File: config.mk
export PLATFORM = sky130hd
export DESIGN_NAME = enigma_top
export DESIGN_NICKNAME = d
export VERILOG_FILES = /design/src/enigma_pkg.sv /design/src/kbd_pkg.sv /design/src/cipher_output.sv /design/src/enigma_top.sv /design/src/key_event_fsm.sv /design/src/rotor_stage.sv /design/src/setting_sync.sv
export SDC_FILE = /design/constraint.sdc
export NUM_CORES = 1
export LEC_CHECK = 0
export BUFFER_PORTS_ARGS = -buffer_cell sky130_fd_sc_hd__buf_4
export CORE_MARGIN = 10
export CORE_UTILIZATION = 65
export CTS_BUF_LIST = sky130_fd_sc_hd__clkbuf_4
export DETAILED_ROUTE_END_ITERATION = 10
export PLACE_DENSITY = 0.88
export SETUP_SLACK_MARGIN = 0.5
export SLEW_MARGIN = 20
export SYNTH_ARGS = -nofsm -noshare
export SYNTH_HDL_FRONTEND = slang
export SYNTH_SLANG_ARGS = --single-unit
File: constraint.sdc
create_clock -name CLOCK_50 -period 37.1 [get_ports CLOCK_50]
set_clock_uncertainty 0.2 [all_clocks]
set_input_delay 1.855 -clock CLOCK_50 [delete_from_list [all_inputs] [get_ports CLOCK_50]]
set_output_delay 1.855 -clock CLOCK_50 [all_outputs]
set_load 0.05 [all_outputs]
File: src/enigma_pkg.sv
`default_nettype none

package enigma_pkg;

    ////////////////////////////////////////////////////////////
    // cipher-side types and sizes
    ////////////////////////////////////////////////////////////

    // letter index, 0 is A and 25 is Z
    typedef logic [4:0] letter_t;

    // ciphertext character
    typedef logic [7:0] ascii_t;

    localparam int NUM_ROTORS = 3;
    localparam int ALPHABET_SIZE = 26;
    localparam ascii_t ASCII_A = 8'h41;

    ////////////////////////////////////////////////////////////
    // wiring tables, index 0 is rotor I, 1 is II, 2 is III
    ////////////////////////////////////////////////////////////

    // contact i on the entry side goes to the listed letter
    localparam letter_t ROTOR_WIRING [NUM_ROTORS][ALPHABET_SIZE] = '{
        // I   EKMFLGDQVZNTOWYHXUSPAIBRCJ
        '{ 4, 10, 12,  5, 11,  6,  3, 16, 21, 25, 13, 19, 14,
          22, 24,  7, 23, 20, 18, 15,  0,  8,  1, 17,  2,  9},
        // II  AJDKSIRUXBLHWTMCQGZNPYFVOE
        '{ 0,  9,  3, 10, 18,  8, 17, 20, 23,  1, 11,  7, 22,
          19, 12,  2, 16,  6, 25, 13, 15, 24,  5, 21, 14,  4},
        // III BDFHJLCPRTXVZNYEIWGAKMUSQO
        '{ 1,  3,  5,  7,  9, 11,  2, 15, 17, 19, 23, 21, 25,
          13, 24,  4,  8, 22,  6,  0, 10, 12, 20, 18, 16, 14}
    };

    // position at which the next rotor to the left is carried
    // Q, E, V
    localparam letter_t ROTOR_NOTCH [NUM_ROTORS] = '{16, 4, 21};

    // reflector B, YRUHQSLDPXNGOKMIEBFZCWVJAT
    // no letter maps to itself
    localparam letter_t REFLECTOR_B [ALPHABET_SIZE] = '{
        24, 17, 20,  7, 16, 18, 11,  3, 15, 23, 13,  6, 14,
        10, 12,  8,  4,  1,  5, 25,  2, 22, 21,  9,  0, 19
    };

endpackage

`default_nettype wire

File: src/kbd_pkg.sv
`default_nettype none

package kbd_pkg;

    ////////////////////////////////////////////////////////////
    // keyboard byte stream
    ////////////////////////////////////////////////////////////

    // one decoded keyboard byte
    typedef logic [7:0] scan_code_t;

    // quiet-time counter after a release
    typedef logic [12:0] wait_cnt_t;

    // make / break / wait sequence of a single key
    typedef enum logic [2:0] {
        INIT  = 3'd0,
        IDLE  = 3'd1,
        MAKE  = 3'd2,
        BREAK = 3'd3,
        WAIT  = 3'd4
    } kbd_state_t;

    // prefix byte sent ahead of a released key
    localparam scan_code_t BREAK_CODE = 8'hF0;

    // quiet cycles once the step has been issued
    localparam wait_cnt_t WAIT_CYCLES = 13'd5000;

    // lookup result for any code that is not a letter key
    localparam logic [4:0] NOT_LETTER = 5'd31;

    ////////////////////////////////////////////////////////////
    // set 2 scan codes, entry i is the key of letter i (A..Z)
    ////////////////////////////////////////////////////////////
    localparam scan_code_t SCAN_TO_LETTER [26] = '{
        8'h1C, 8'h32, 8'h21, 8'h23, 8'h24, 8'h2B, 8'h34, 8'h33, 8'h43,
        8'h3B, 8'h42, 8'h4B, 8'h3A, 8'h31, 8'h44, 8'h4D, 8'h15, 8'h2D,
        8'h1B, 8'h2C, 8'h3C, 8'h2A, 8'h1D, 8'h22, 8'h35, 8'h1A
    };

endpackage

`default_nettype wire

File: src/cipher_output.sv
`timescale 1ns/1ns
`default_nettype none

module cipher_output (
    input  wire                 CLOCK_50,
    input  wire                 i_rst_n,
    input  wire                 i_make,
    input  wire enigma_pkg::letter_t i_fwd_end,
    input  wire enigma_pkg::letter_t i_bwd_end,
    output enigma_pkg::letter_t o_reflected,
    output enigma_pkg::ascii_t  o_cipher,
    output logic                o_cipher_valid
);

    // turnaround between the forward and backward passes
    assign o_reflected = enigma_pkg::REFLECTOR_B[i_fwd_end];

    ////////////////////////////////////////////////////////////
    // ciphertext register
    ////////////////////////////////////////////////////////////
    always_ff @(posedge CLOCK_50 or negedge i_rst_n) begin
        if (!i_rst_n) begin
            o_cipher       <= '0;
            o_cipher_valid <= 1'b0;
        end else if (i_make) begin
            // letter index to upper case
            o_cipher       <= enigma_pkg::ascii_t'(i_bwd_end) + enigma_pkg::ASCII_A;
            o_cipher_valid <= 1'b1;
        end else begin
            // cleared once the key leaves the make phase
            o_cipher       <= '0;
            o_cipher_valid <= 1'b0;
        end
    end

    // rotors are bijections, so a reflector without fixed points
    // on the sampled cycle keeps the ciphertext off the typed letter
    a_no_self_cipher: assert property (
        @(posedge CLOCK_50) disable iff (!i_rst_n)
        o_cipher_valid |-> $past(o_reflected != i_fwd_end)
    );

endmodule

`default_nettype wire

File: src/enigma_top.sv
`timescale 1ns/1ns
`default_nettype none

module enigma_top (
    input  wire                              CLOCK_50,
    input  wire                              i_rst_n,
    input  wire kbd_pkg::scan_code_t         i_scan_code,
    input  wire                              i_scan_strobe,
    input  wire [enigma_pkg::NUM_ROTORS-1:0] i_set_sel,
    input  wire enigma_pkg::letter_t         i_set_letter,
    input  wire                              i_load_n,
    output enigma_pkg::ascii_t               o_cipher,
    output logic                             o_cipher_valid,
    output enigma_pkg::letter_t              o_rotor_pos_0,
    output enigma_pkg::letter_t              o_rotor_pos_1,
    output enigma_pkg::letter_t              o_rotor_pos_2
);

    // chain index 0 is the keyboard side, NUM_ROTORS the reflector side
    wire enigma_pkg::letter_t fwd_chain [enigma_pkg::NUM_ROTORS+1];
    wire enigma_pkg::letter_t bwd_chain [enigma_pkg::NUM_ROTORS+1];
    wire enigma_pkg::letter_t rotor_pos [enigma_pkg::NUM_ROTORS];
    // step into each rotor, top bit is the unused leftmost carry
    wire [enigma_pkg::NUM_ROTORS:0]   step_chain;
    wire [enigma_pkg::NUM_ROTORS-1:0] load_en;
    wire enigma_pkg::letter_t         load_letter;
    wire                              make;

    key_event_fsm key_event_fsm_i (
        .CLOCK_50      (CLOCK_50),
        .i_rst_n       (i_rst_n),
        .i_scan_code   (i_scan_code),
        .i_scan_strobe (i_scan_strobe),
        .o_letter      (fwd_chain[0]),
        .o_make        (make),
        .o_step        (step_chain[0])
    );

    setting_sync setting_sync_i (
        .CLOCK_50      (CLOCK_50),
        .i_rst_n       (i_rst_n),
        .i_set_sel     (i_set_sel),
        .i_set_letter  (i_set_letter),
        .i_load_n      (i_load_n),
        .o_load_en     (load_en),
        .o_load_letter (load_letter)
    );

    ////////////////////////////////////////////////////////////
    // rotors, stage 0 is rotor III on the right
    ////////////////////////////////////////////////////////////
    for (genvar k = 0; k < enigma_pkg::NUM_ROTORS; k++) begin : g_rotor
        rotor_stage #(
            .ROTOR_ID (enigma_pkg::NUM_ROTORS - 1 - k)
        ) rotor_stage_i (
            .CLOCK_50      (CLOCK_50),
            .i_rst_n       (i_rst_n),
            .i_step        (step_chain[k]),
            .i_load_en     (load_en[k]),
            .i_load_letter (load_letter),
            .i_fwd         (fwd_chain[k]),
            .i_bwd         (bwd_chain[k+1]),
            .o_fwd         (fwd_chain[k+1]),
            .o_bwd         (bwd_chain[k]),
            .o_carry       (step_chain[k+1]),
            .o_pos         (rotor_pos[k])
        );
    end

    cipher_output cipher_output_i (
        .CLOCK_50       (CLOCK_50),
        .i_rst_n        (i_rst_n),
        .i_make         (make),
        .i_fwd_end      (fwd_chain[enigma_pkg::NUM_ROTORS]),
        .i_bwd_end      (bwd_chain[0]),
        .o_reflected    (bwd_chain[enigma_pkg::NUM_ROTORS]),
        .o_cipher       (o_cipher),
        .o_cipher_valid (o_cipher_valid)
    );

    assign o_rotor_pos_0 = rotor_pos[0];
    assign o_rotor_pos_1 = rotor_pos[1];
    assign o_rotor_pos_2 = rotor_pos[2];

endmodule

`default_nettype wire

File: src/key_event_fsm.sv
`timescale 1ns/1ns
`default_nettype none

module key_event_fsm (
    input  wire                 CLOCK_50,
    input  wire                 i_rst_n,
    input  wire kbd_pkg::scan_code_t i_scan_code,
    input  wire                 i_scan_strobe,
    output enigma_pkg::letter_t o_letter,
    output logic                o_make,
    output logic                o_step
);

    kbd_pkg::kbd_state_t state;
    // code of the key being held, matched again on release
    kbd_pkg::scan_code_t held_code;
    kbd_pkg::wait_cnt_t  wait_cnt;
    enigma_pkg::letter_t key_idx;

    ////////////////////////////////////////////////////////////
    // scan code to letter index
    ////////////////////////////////////////////////////////////
    always_comb begin
        key_idx = kbd_pkg::NOT_LETTER;
        for (int i = 0; i < enigma_pkg::ALPHABET_SIZE; i++) begin
            if (i_scan_code == kbd_pkg::SCAN_TO_LETTER[i]) begin
                key_idx = enigma_pkg::letter_t'(i);
            end
        end
    end

    ////////////////////////////////////////////////////////////
    // make / break / wait sequence
    ////////////////////////////////////////////////////////////
    always_ff @(posedge CLOCK_50 or negedge i_rst_n) begin
        if (!i_rst_n) begin
            state     <= kbd_pkg::INIT;
            held_code <= '0;
            o_letter  <= '0;
            wait_cnt  <= '0;
            o_step    <= 1'b0;
        end else begin
            // step is a one-cycle pulse
            o_step <= 1'b0;
            case (state)
                kbd_pkg::INIT: begin
                    state <= kbd_pkg::IDLE;
                end
                kbd_pkg::IDLE: begin
                    // other keys dropped here
                    if (i_scan_strobe && key_idx != kbd_pkg::NOT_LETTER) begin
                        state     <= kbd_pkg::MAKE;
                        held_code <= i_scan_code;
                        o_letter  <= key_idx;
                    end
                end
                kbd_pkg::MAKE: begin
                    // repeats of the make code are ignored
                    if (i_scan_strobe && i_scan_code == kbd_pkg::BREAK_CODE) begin
                        state <= kbd_pkg::BREAK;
                    end
                end
                kbd_pkg::BREAK: begin
                    // release must name the same key
                    if (i_scan_strobe && i_scan_code == held_code) begin
                        state    <= kbd_pkg::WAIT;
                        o_step   <= 1'b1;
                        wait_cnt <= '0;
                    end
                end
                kbd_pkg::WAIT: begin
                    // WAIT_CYCLES+1 quiet cycles, strobes dropped
                    if (wait_cnt == kbd_pkg::WAIT_CYCLES) begin
                        state <= kbd_pkg::IDLE;
                    end else begin
                        wait_cnt <= wait_cnt + 13'd1;
                    end
                end
                default: begin
                    state <= kbd_pkg::IDLE;
                end
            endcase
        end
    end

    // cipher path encodes while the key is down
    assign o_make = (state == kbd_pkg::MAKE);

    // one step per release, never stretched
    a_step_pulse: assert property (
        @(posedge CLOCK_50) disable iff (!i_rst_n)
        o_step |=> !o_step && state == kbd_pkg::WAIT
    );

endmodule

`default_nettype wire

File: src/rotor_stage.sv
`timescale 1ns/1ns
`default_nettype none

module rotor_stage #(
    parameter int ROTOR_ID = 0
) (
    input  wire                 CLOCK_50,
    input  wire                 i_rst_n,
    input  wire                 i_step,
    input  wire                 i_load_en,
    input  wire enigma_pkg::letter_t i_load_letter,
    input  wire enigma_pkg::letter_t i_fwd,
    input  wire enigma_pkg::letter_t i_bwd,
    output enigma_pkg::letter_t o_fwd,
    output enigma_pkg::letter_t o_bwd,
    output logic                o_carry,
    output enigma_pkg::letter_t o_pos
);

    enigma_pkg::letter_t fwd_contact;
    enigma_pkg::letter_t bwd_contact;
    enigma_pkg::letter_t bwd_pin;

    // (a + b) mod 26
    function automatic enigma_pkg::letter_t add_mod(input enigma_pkg::letter_t a,
                                                    input enigma_pkg::letter_t b);
        logic [5:0] sum;
        sum = {1'b0, a} + {1'b0, b};
        if (sum >= enigma_pkg::ALPHABET_SIZE) begin
            sum = sum - 6'(enigma_pkg::ALPHABET_SIZE);
        end
        return sum[4:0];
    endfunction

    // (a - b) mod 26, offset by 26 to stay positive
    function automatic enigma_pkg::letter_t sub_mod(input enigma_pkg::letter_t a,
                                                    input enigma_pkg::letter_t b);
        logic [5:0] diff;
        diff = {1'b0, a} + 6'(enigma_pkg::ALPHABET_SIZE) - {1'b0, b};
        if (diff >= enigma_pkg::ALPHABET_SIZE) begin
            diff = diff - 6'(enigma_pkg::ALPHABET_SIZE);
        end
        return diff[4:0];
    endfunction

    ////////////////////////////////////////////////////////////
    // position register, load wins over step
    ////////////////////////////////////////////////////////////
    always_ff @(posedge CLOCK_50 or negedge i_rst_n) begin
        if (!i_rst_n) begin
            o_pos <= '0;
        end else if (i_load_en) begin
            // letters past Z are not taken
            if (i_load_letter < enigma_pkg::ALPHABET_SIZE) begin
                o_pos <= i_load_letter;
            end
        end else if (i_step) begin
            o_pos <= (o_pos == enigma_pkg::ALPHABET_SIZE - 1) ? '0 : o_pos + 5'd1;
        end
    end

    // carry leaves in the same cycle as the step that hits the notch
    assign o_carry = i_step && (o_pos == enigma_pkg::ROTOR_NOTCH[ROTOR_ID]);

    // right to left, shifted in by the position and back out
    always_comb begin
        fwd_contact = add_mod(i_fwd, o_pos);
        o_fwd = sub_mod(enigma_pkg::ROTOR_WIRING[ROTOR_ID][fwd_contact], o_pos);
    end

    // left to right, search the wiring for the inverse contact
    always_comb begin
        bwd_contact = add_mod(i_bwd, o_pos);
        bwd_pin = '0;
        for (int j = 0; j < enigma_pkg::ALPHABET_SIZE; j++) begin
            if (enigma_pkg::ROTOR_WIRING[ROTOR_ID][j] == bwd_contact) begin
                bwd_pin = enigma_pkg::letter_t'(j);
            end
        end
        o_bwd = sub_mod(bwd_pin, o_pos);
    end

    a_pos_range: assert property (
        @(posedge CLOCK_50) disable iff (!i_rst_n)
        o_pos < enigma_pkg::ALPHABET_SIZE
    );

endmodule

`default_nettype wire

File: src/setting_sync.sv
`timescale 1ns/1ns
`default_nettype none

module setting_sync (
    input  wire                                  CLOCK_50,
    input  wire                                  i_rst_n,
    input  wire [enigma_pkg::NUM_ROTORS-1:0]     i_set_sel,
    input  wire enigma_pkg::letter_t             i_set_letter,
    input  wire                                  i_load_n,
    output logic [enigma_pkg::NUM_ROTORS-1:0]    o_load_en,
    output enigma_pkg::letter_t                  o_load_letter
);

    logic [enigma_pkg::NUM_ROTORS-1:0] sel_meta;
    logic [enigma_pkg::NUM_ROTORS-1:0] sel_sync;
    enigma_pkg::letter_t               letter_meta;
    logic                              load_n_meta;
    logic                              load_n_sync;
    logic                              sel_onehot;

    // two flops on every switch line, load idles high
    always_ff @(posedge CLOCK_50 or negedge i_rst_n) begin
        if (!i_rst_n) begin
            sel_meta      <= '0;
            sel_sync      <= '0;
            letter_meta   <= '0;
            o_load_letter <= '0;
            load_n_meta   <= 1'b1;
            load_n_sync   <= 1'b1;
        end else begin
            sel_meta      <= i_set_sel;
            sel_sync      <= sel_meta;
            letter_meta   <= i_set_letter;
            o_load_letter <= letter_meta;
            load_n_meta   <= i_load_n;
            load_n_sync   <= load_n_meta;
        end
    end

    // exactly one bit set, otherwise no rotor is chosen
    assign sel_onehot = (sel_sync != '0) && ((sel_sync & (sel_sync - 1'b1)) == '0);

    assign o_load_en = (sel_onehot && !load_n_sync) ? sel_sync : '0;

    // an enable needs a single rotor and a low load two edges back
    a_load_en: assert property (
        @(posedge CLOCK_50) disable iff (!i_rst_n)
        (o_load_en != '0) |-> ($onehot(o_load_en) && !$past(i_load_n, 2))
    );

endmodule

`default_nettype wire

==> implementation parameters <==
Parameter                              Value

Final layout
  Flip-flop and latch area    ~0.0018 sq mm
  Layout filler cell count    around 1100
  Area growth, synth to finish    5.957%
  Area occupied by multi-input gates    between 0.007 and 0.008 sq mm
  Diode count    0
  Fraction of layout instances using a drive strength above 1    0.1015
  Final layout net count    ~1300

Synthesis
  Warning count from the yosys run    0
  Cell area after synthesis    0.009557 sq mm
  Netlist cell types    92
  Portion of the post-synthesis area used by sequential elements    0.1836
  Share of synthesized registers carrying an async set or reset    1.000
  Most used flip-flop cell after synthesis    dfrtp_1
  EDFF count, synth    0
  Syn Nets    between 1000 and 1500
  Average size of a mapped cell    roughly 8.2 sq um
  Post-Syn Instances    approximately 1200
  Post-synthesis sequential element count    70

CTS
  Number of buffers created by CTS    9
  Gates resized, CTS repair    0
  Root buffer cell    clkbuf_4
  Number of setup buffers added after CTS    0
  Clock Sinks    70
  Htree depth    3
  TritonCTS clock tree    done
  CTS clk-pin slew, worst paths    between 0.1 and 0.15 ns
  Clock Path Buffers    2
  Clock latency reported for the late side of the worst-skew pair    ~0.43 ns
  Hold Buf Count CTS    0

Timing
  Total of endpoints with negative setup slack in the final report    0
  FMAX    roughly 33 MHz
  Unrepaired setup endpoints after global routing    no
  Final-layout setup total negative slack    0 ns
  Tightest Pin Transition    1.055 ns
  Setup slack after layout    7.039 ns
  Final Hold Violating Endpoints    0
  Clock period minus worst slack    30.06 ns
  Final Max Slew Viols    0
  Max-slew headroom    0.2951
  Period Utilization, post-route    0.8103

Setup path
  Data required time of the critical path    about 37 ns
  Data arrival time of the critical path    ~30 ns
  Worst Setup Start Kind    flip-flop
  Stage delay of the slowest cell on the critical path    approximately 0.61 ns
  Crit Path Category    flip-flop to flip-flop
  Total buffers and inverters traversed by the critical path    22
  Maximum fanout along the worst path    15
  Most used cell along the critical path    inv_1
  Cell family with most CP delay    adder cells
  Worst-path cell with the longest stage delay    mux2i_2
  Type of element capturing the critical path    flip-flop

Place
  Routability Congestion    approximately 0.93
  # port buffers    42
  Pre-CTS setup slack    a little over 7 ns
  Detailed placer's ending HPWL    16850 um

Routing
  Routed wirelength normalized by instance count    around 16 um
  Average via count per standard cell    about 6.4
  Final routed wirelength across all metal layers    ~23000 um
  Post-route DRC violation count    0
  Pre-antenna DRT Iters    7
  DRT iter0 DRCs    620
  Post-route antenna net violation count    0
  Total via count in the routed design    about 8800

Status
  Run status    finished clean

Global routing
  Global-route wire length before repair    37940 um
  Largest net degree at the start of global routing    71
  Number of global-route vias before repair    ~8300
  Global-route congestion overflow total    0
  GRT Total Usage    0.2183
  Antenna violations before repair    0

Die
  Die height    between 100 and 150 um
  Die Wd    141.3 um
  Boundary pin count    44
  Total core area    0.01448 sq mm
  Row count    44
  Area of the die    0.01995 sq mm
  Initial Util    0.6600

Min path
  Classification of the worst-slack hold path    flip-flop to flip-flop

Job
  MaxCap Viol Count    0
-- Yosys cell counts (25+ instances only) --
master	instances	area [sq um]
inv_1	112	420.4
mux2i_1	26	260.3
nand2_1	66	247.7
nor3_1	29	145.1
ha_1	128	1602
nor2_1	86	322.8
dfrtp_1	68	1702
o21ai_0	67	335.3
xnor2_1	44	385.4
a21oi_1	96	480.5
a21o_1	25	187.7
nand3_1	28	140.1
clkbuf_1	26	97.59
xor2_1	35	306.5
-- sequential cells by signal (all words and copies together), names as in the netlist --
signal / flops
key_event_fsm_i.o_letter: 5
key_event_fsm_i.state: 3
key_event_fsm_i.wait_cnt: 13
setting_sync_i.load_n_meta: 1
setting_sync_i.letter_meta: 5
cipher_output_i.o_cipher: 7
key_event_fsm_i.o_step: 1
setting_sync_i.o_load_letter: 5
g_rotor.rotor_stage_i.o_pos: 15
setting_sync_i.load_n_sync: 1
key_event_fsm_i.held_code: 8
setting_sync_i.sel_meta: 3
setting_sync_i.sel_sync: 3
-- kinds of logic (layout without fill, tap and decap cells) --
kind of cell               Yosys count  count (layout)  synth area share
other                                1               1         0.0003924
buffers and inverters              152             173           0.06363
muxes                               49              49           0.05551
AOI/OAI and AO/OA                  339             339            0.2357
and+or+nand+nor                    335             335            0.1834
DFF                                 70              70            0.1836
adders and majority gates          140             140            0.1927
xor gates and xnor gates            85              85           0.08510
-- path summary, 6_finish.rpt --
| path | from | endpoint | slack [ns] | depth (start not counted) |
|---|---|---|---|---|
| worst max-delay path | g_rotor[0].rotor_stage_i.o_pos[0]$_DFFE_PN0P_ | cipher_output_i.o_cipher[3]$_DFF_PN0_ | 7.04 | 133 |
| worst min-delay path | setting_sync_i.sel_meta[0]$_DFF_PN0_ | setting_sync_i.sel_sync[0]$_DFF_PN0_ | 0.16 | 0 |
| worst max register to register | g_rotor[0].rotor_stage_i.o_pos[0]$_DFFE_PN0P_ | cipher_output_i.o_cipher[3]$_DFF_PN0_ | 7.04 | 133 |
| worst min register to register | setting_sync_i.sel_meta[0]$_DFF_PN0_ | setting_sync_i.sel_sync[0]$_DFF_PN0_ | 0.16 | 0 |
| max in group asynchronous | i_rst_n | g_rotor[2].rotor_stage_i.o_pos[4]$_DFFE_PN0P_ | 34.81 | 1 |
| min in group asynchronous | i_rst_n | setting_sync_i.sel_meta[0]$_DFF_PN0_ | 1.32 | 1 |
-- cells in the final DEF, fill, tap and decap left out, types with 28 or more instances in the layout --
cell,Yosys,final
ha_1,128,128
inv_1,112,112
a21oi_1,96,96
nor2_1,86,86
dfrtp_1,68,68
o21ai_0,67,67
nand2_1,66,66
xnor2_1,44,44
buf_4,3,44
xor2_1,35,35
nor3_1,29,29
nand3_1,28,28
-- layout make-up --
cell class / count / area share
inverter: 113 / 0.04213
multi-input combinational: 949 / 0.7133
sequential: 70 / 0.1732
clock inverter: 6 / 0.008526
tap: 184 / 0.02274
timing repair buffer: 44 / 0.03262
clock buffer: 10 / 0.007414
-- per-layer routing --
| metal | GRT usage | wire length, um | up-vias |
|---|---|---|---|
| met5 | 0 | 0 | - |
| met3 | 0.03004 | 1431 | 49 |
| li1 | - | - | 4279 |
| met1 | 0.2748 | 9613 | 4143 |
| met4 | 0.06033 | 386 | 0 |
| met2 | 0.3802 | 11250 | 319 |
-- stage by stage --
step	area, sq um	utilization	hold slack (ns)	std cells
2_1_floorplan	9557	-	0.1312	1171
3_3_place_gp	9948	0.6871	0.1315	1360
3_5_place_dp	9948	0.6871	0.1363	1360
4_1_cts	10110	0.6982	0.1635	1376
5_1_grt	10130	0.6994	0.1558	1376
6_report	10130	0.6994	0.1605	1376
Power is not shown: default switching activity piles up to over one toggle a cycle in this logic, so the estimate is an artifact.
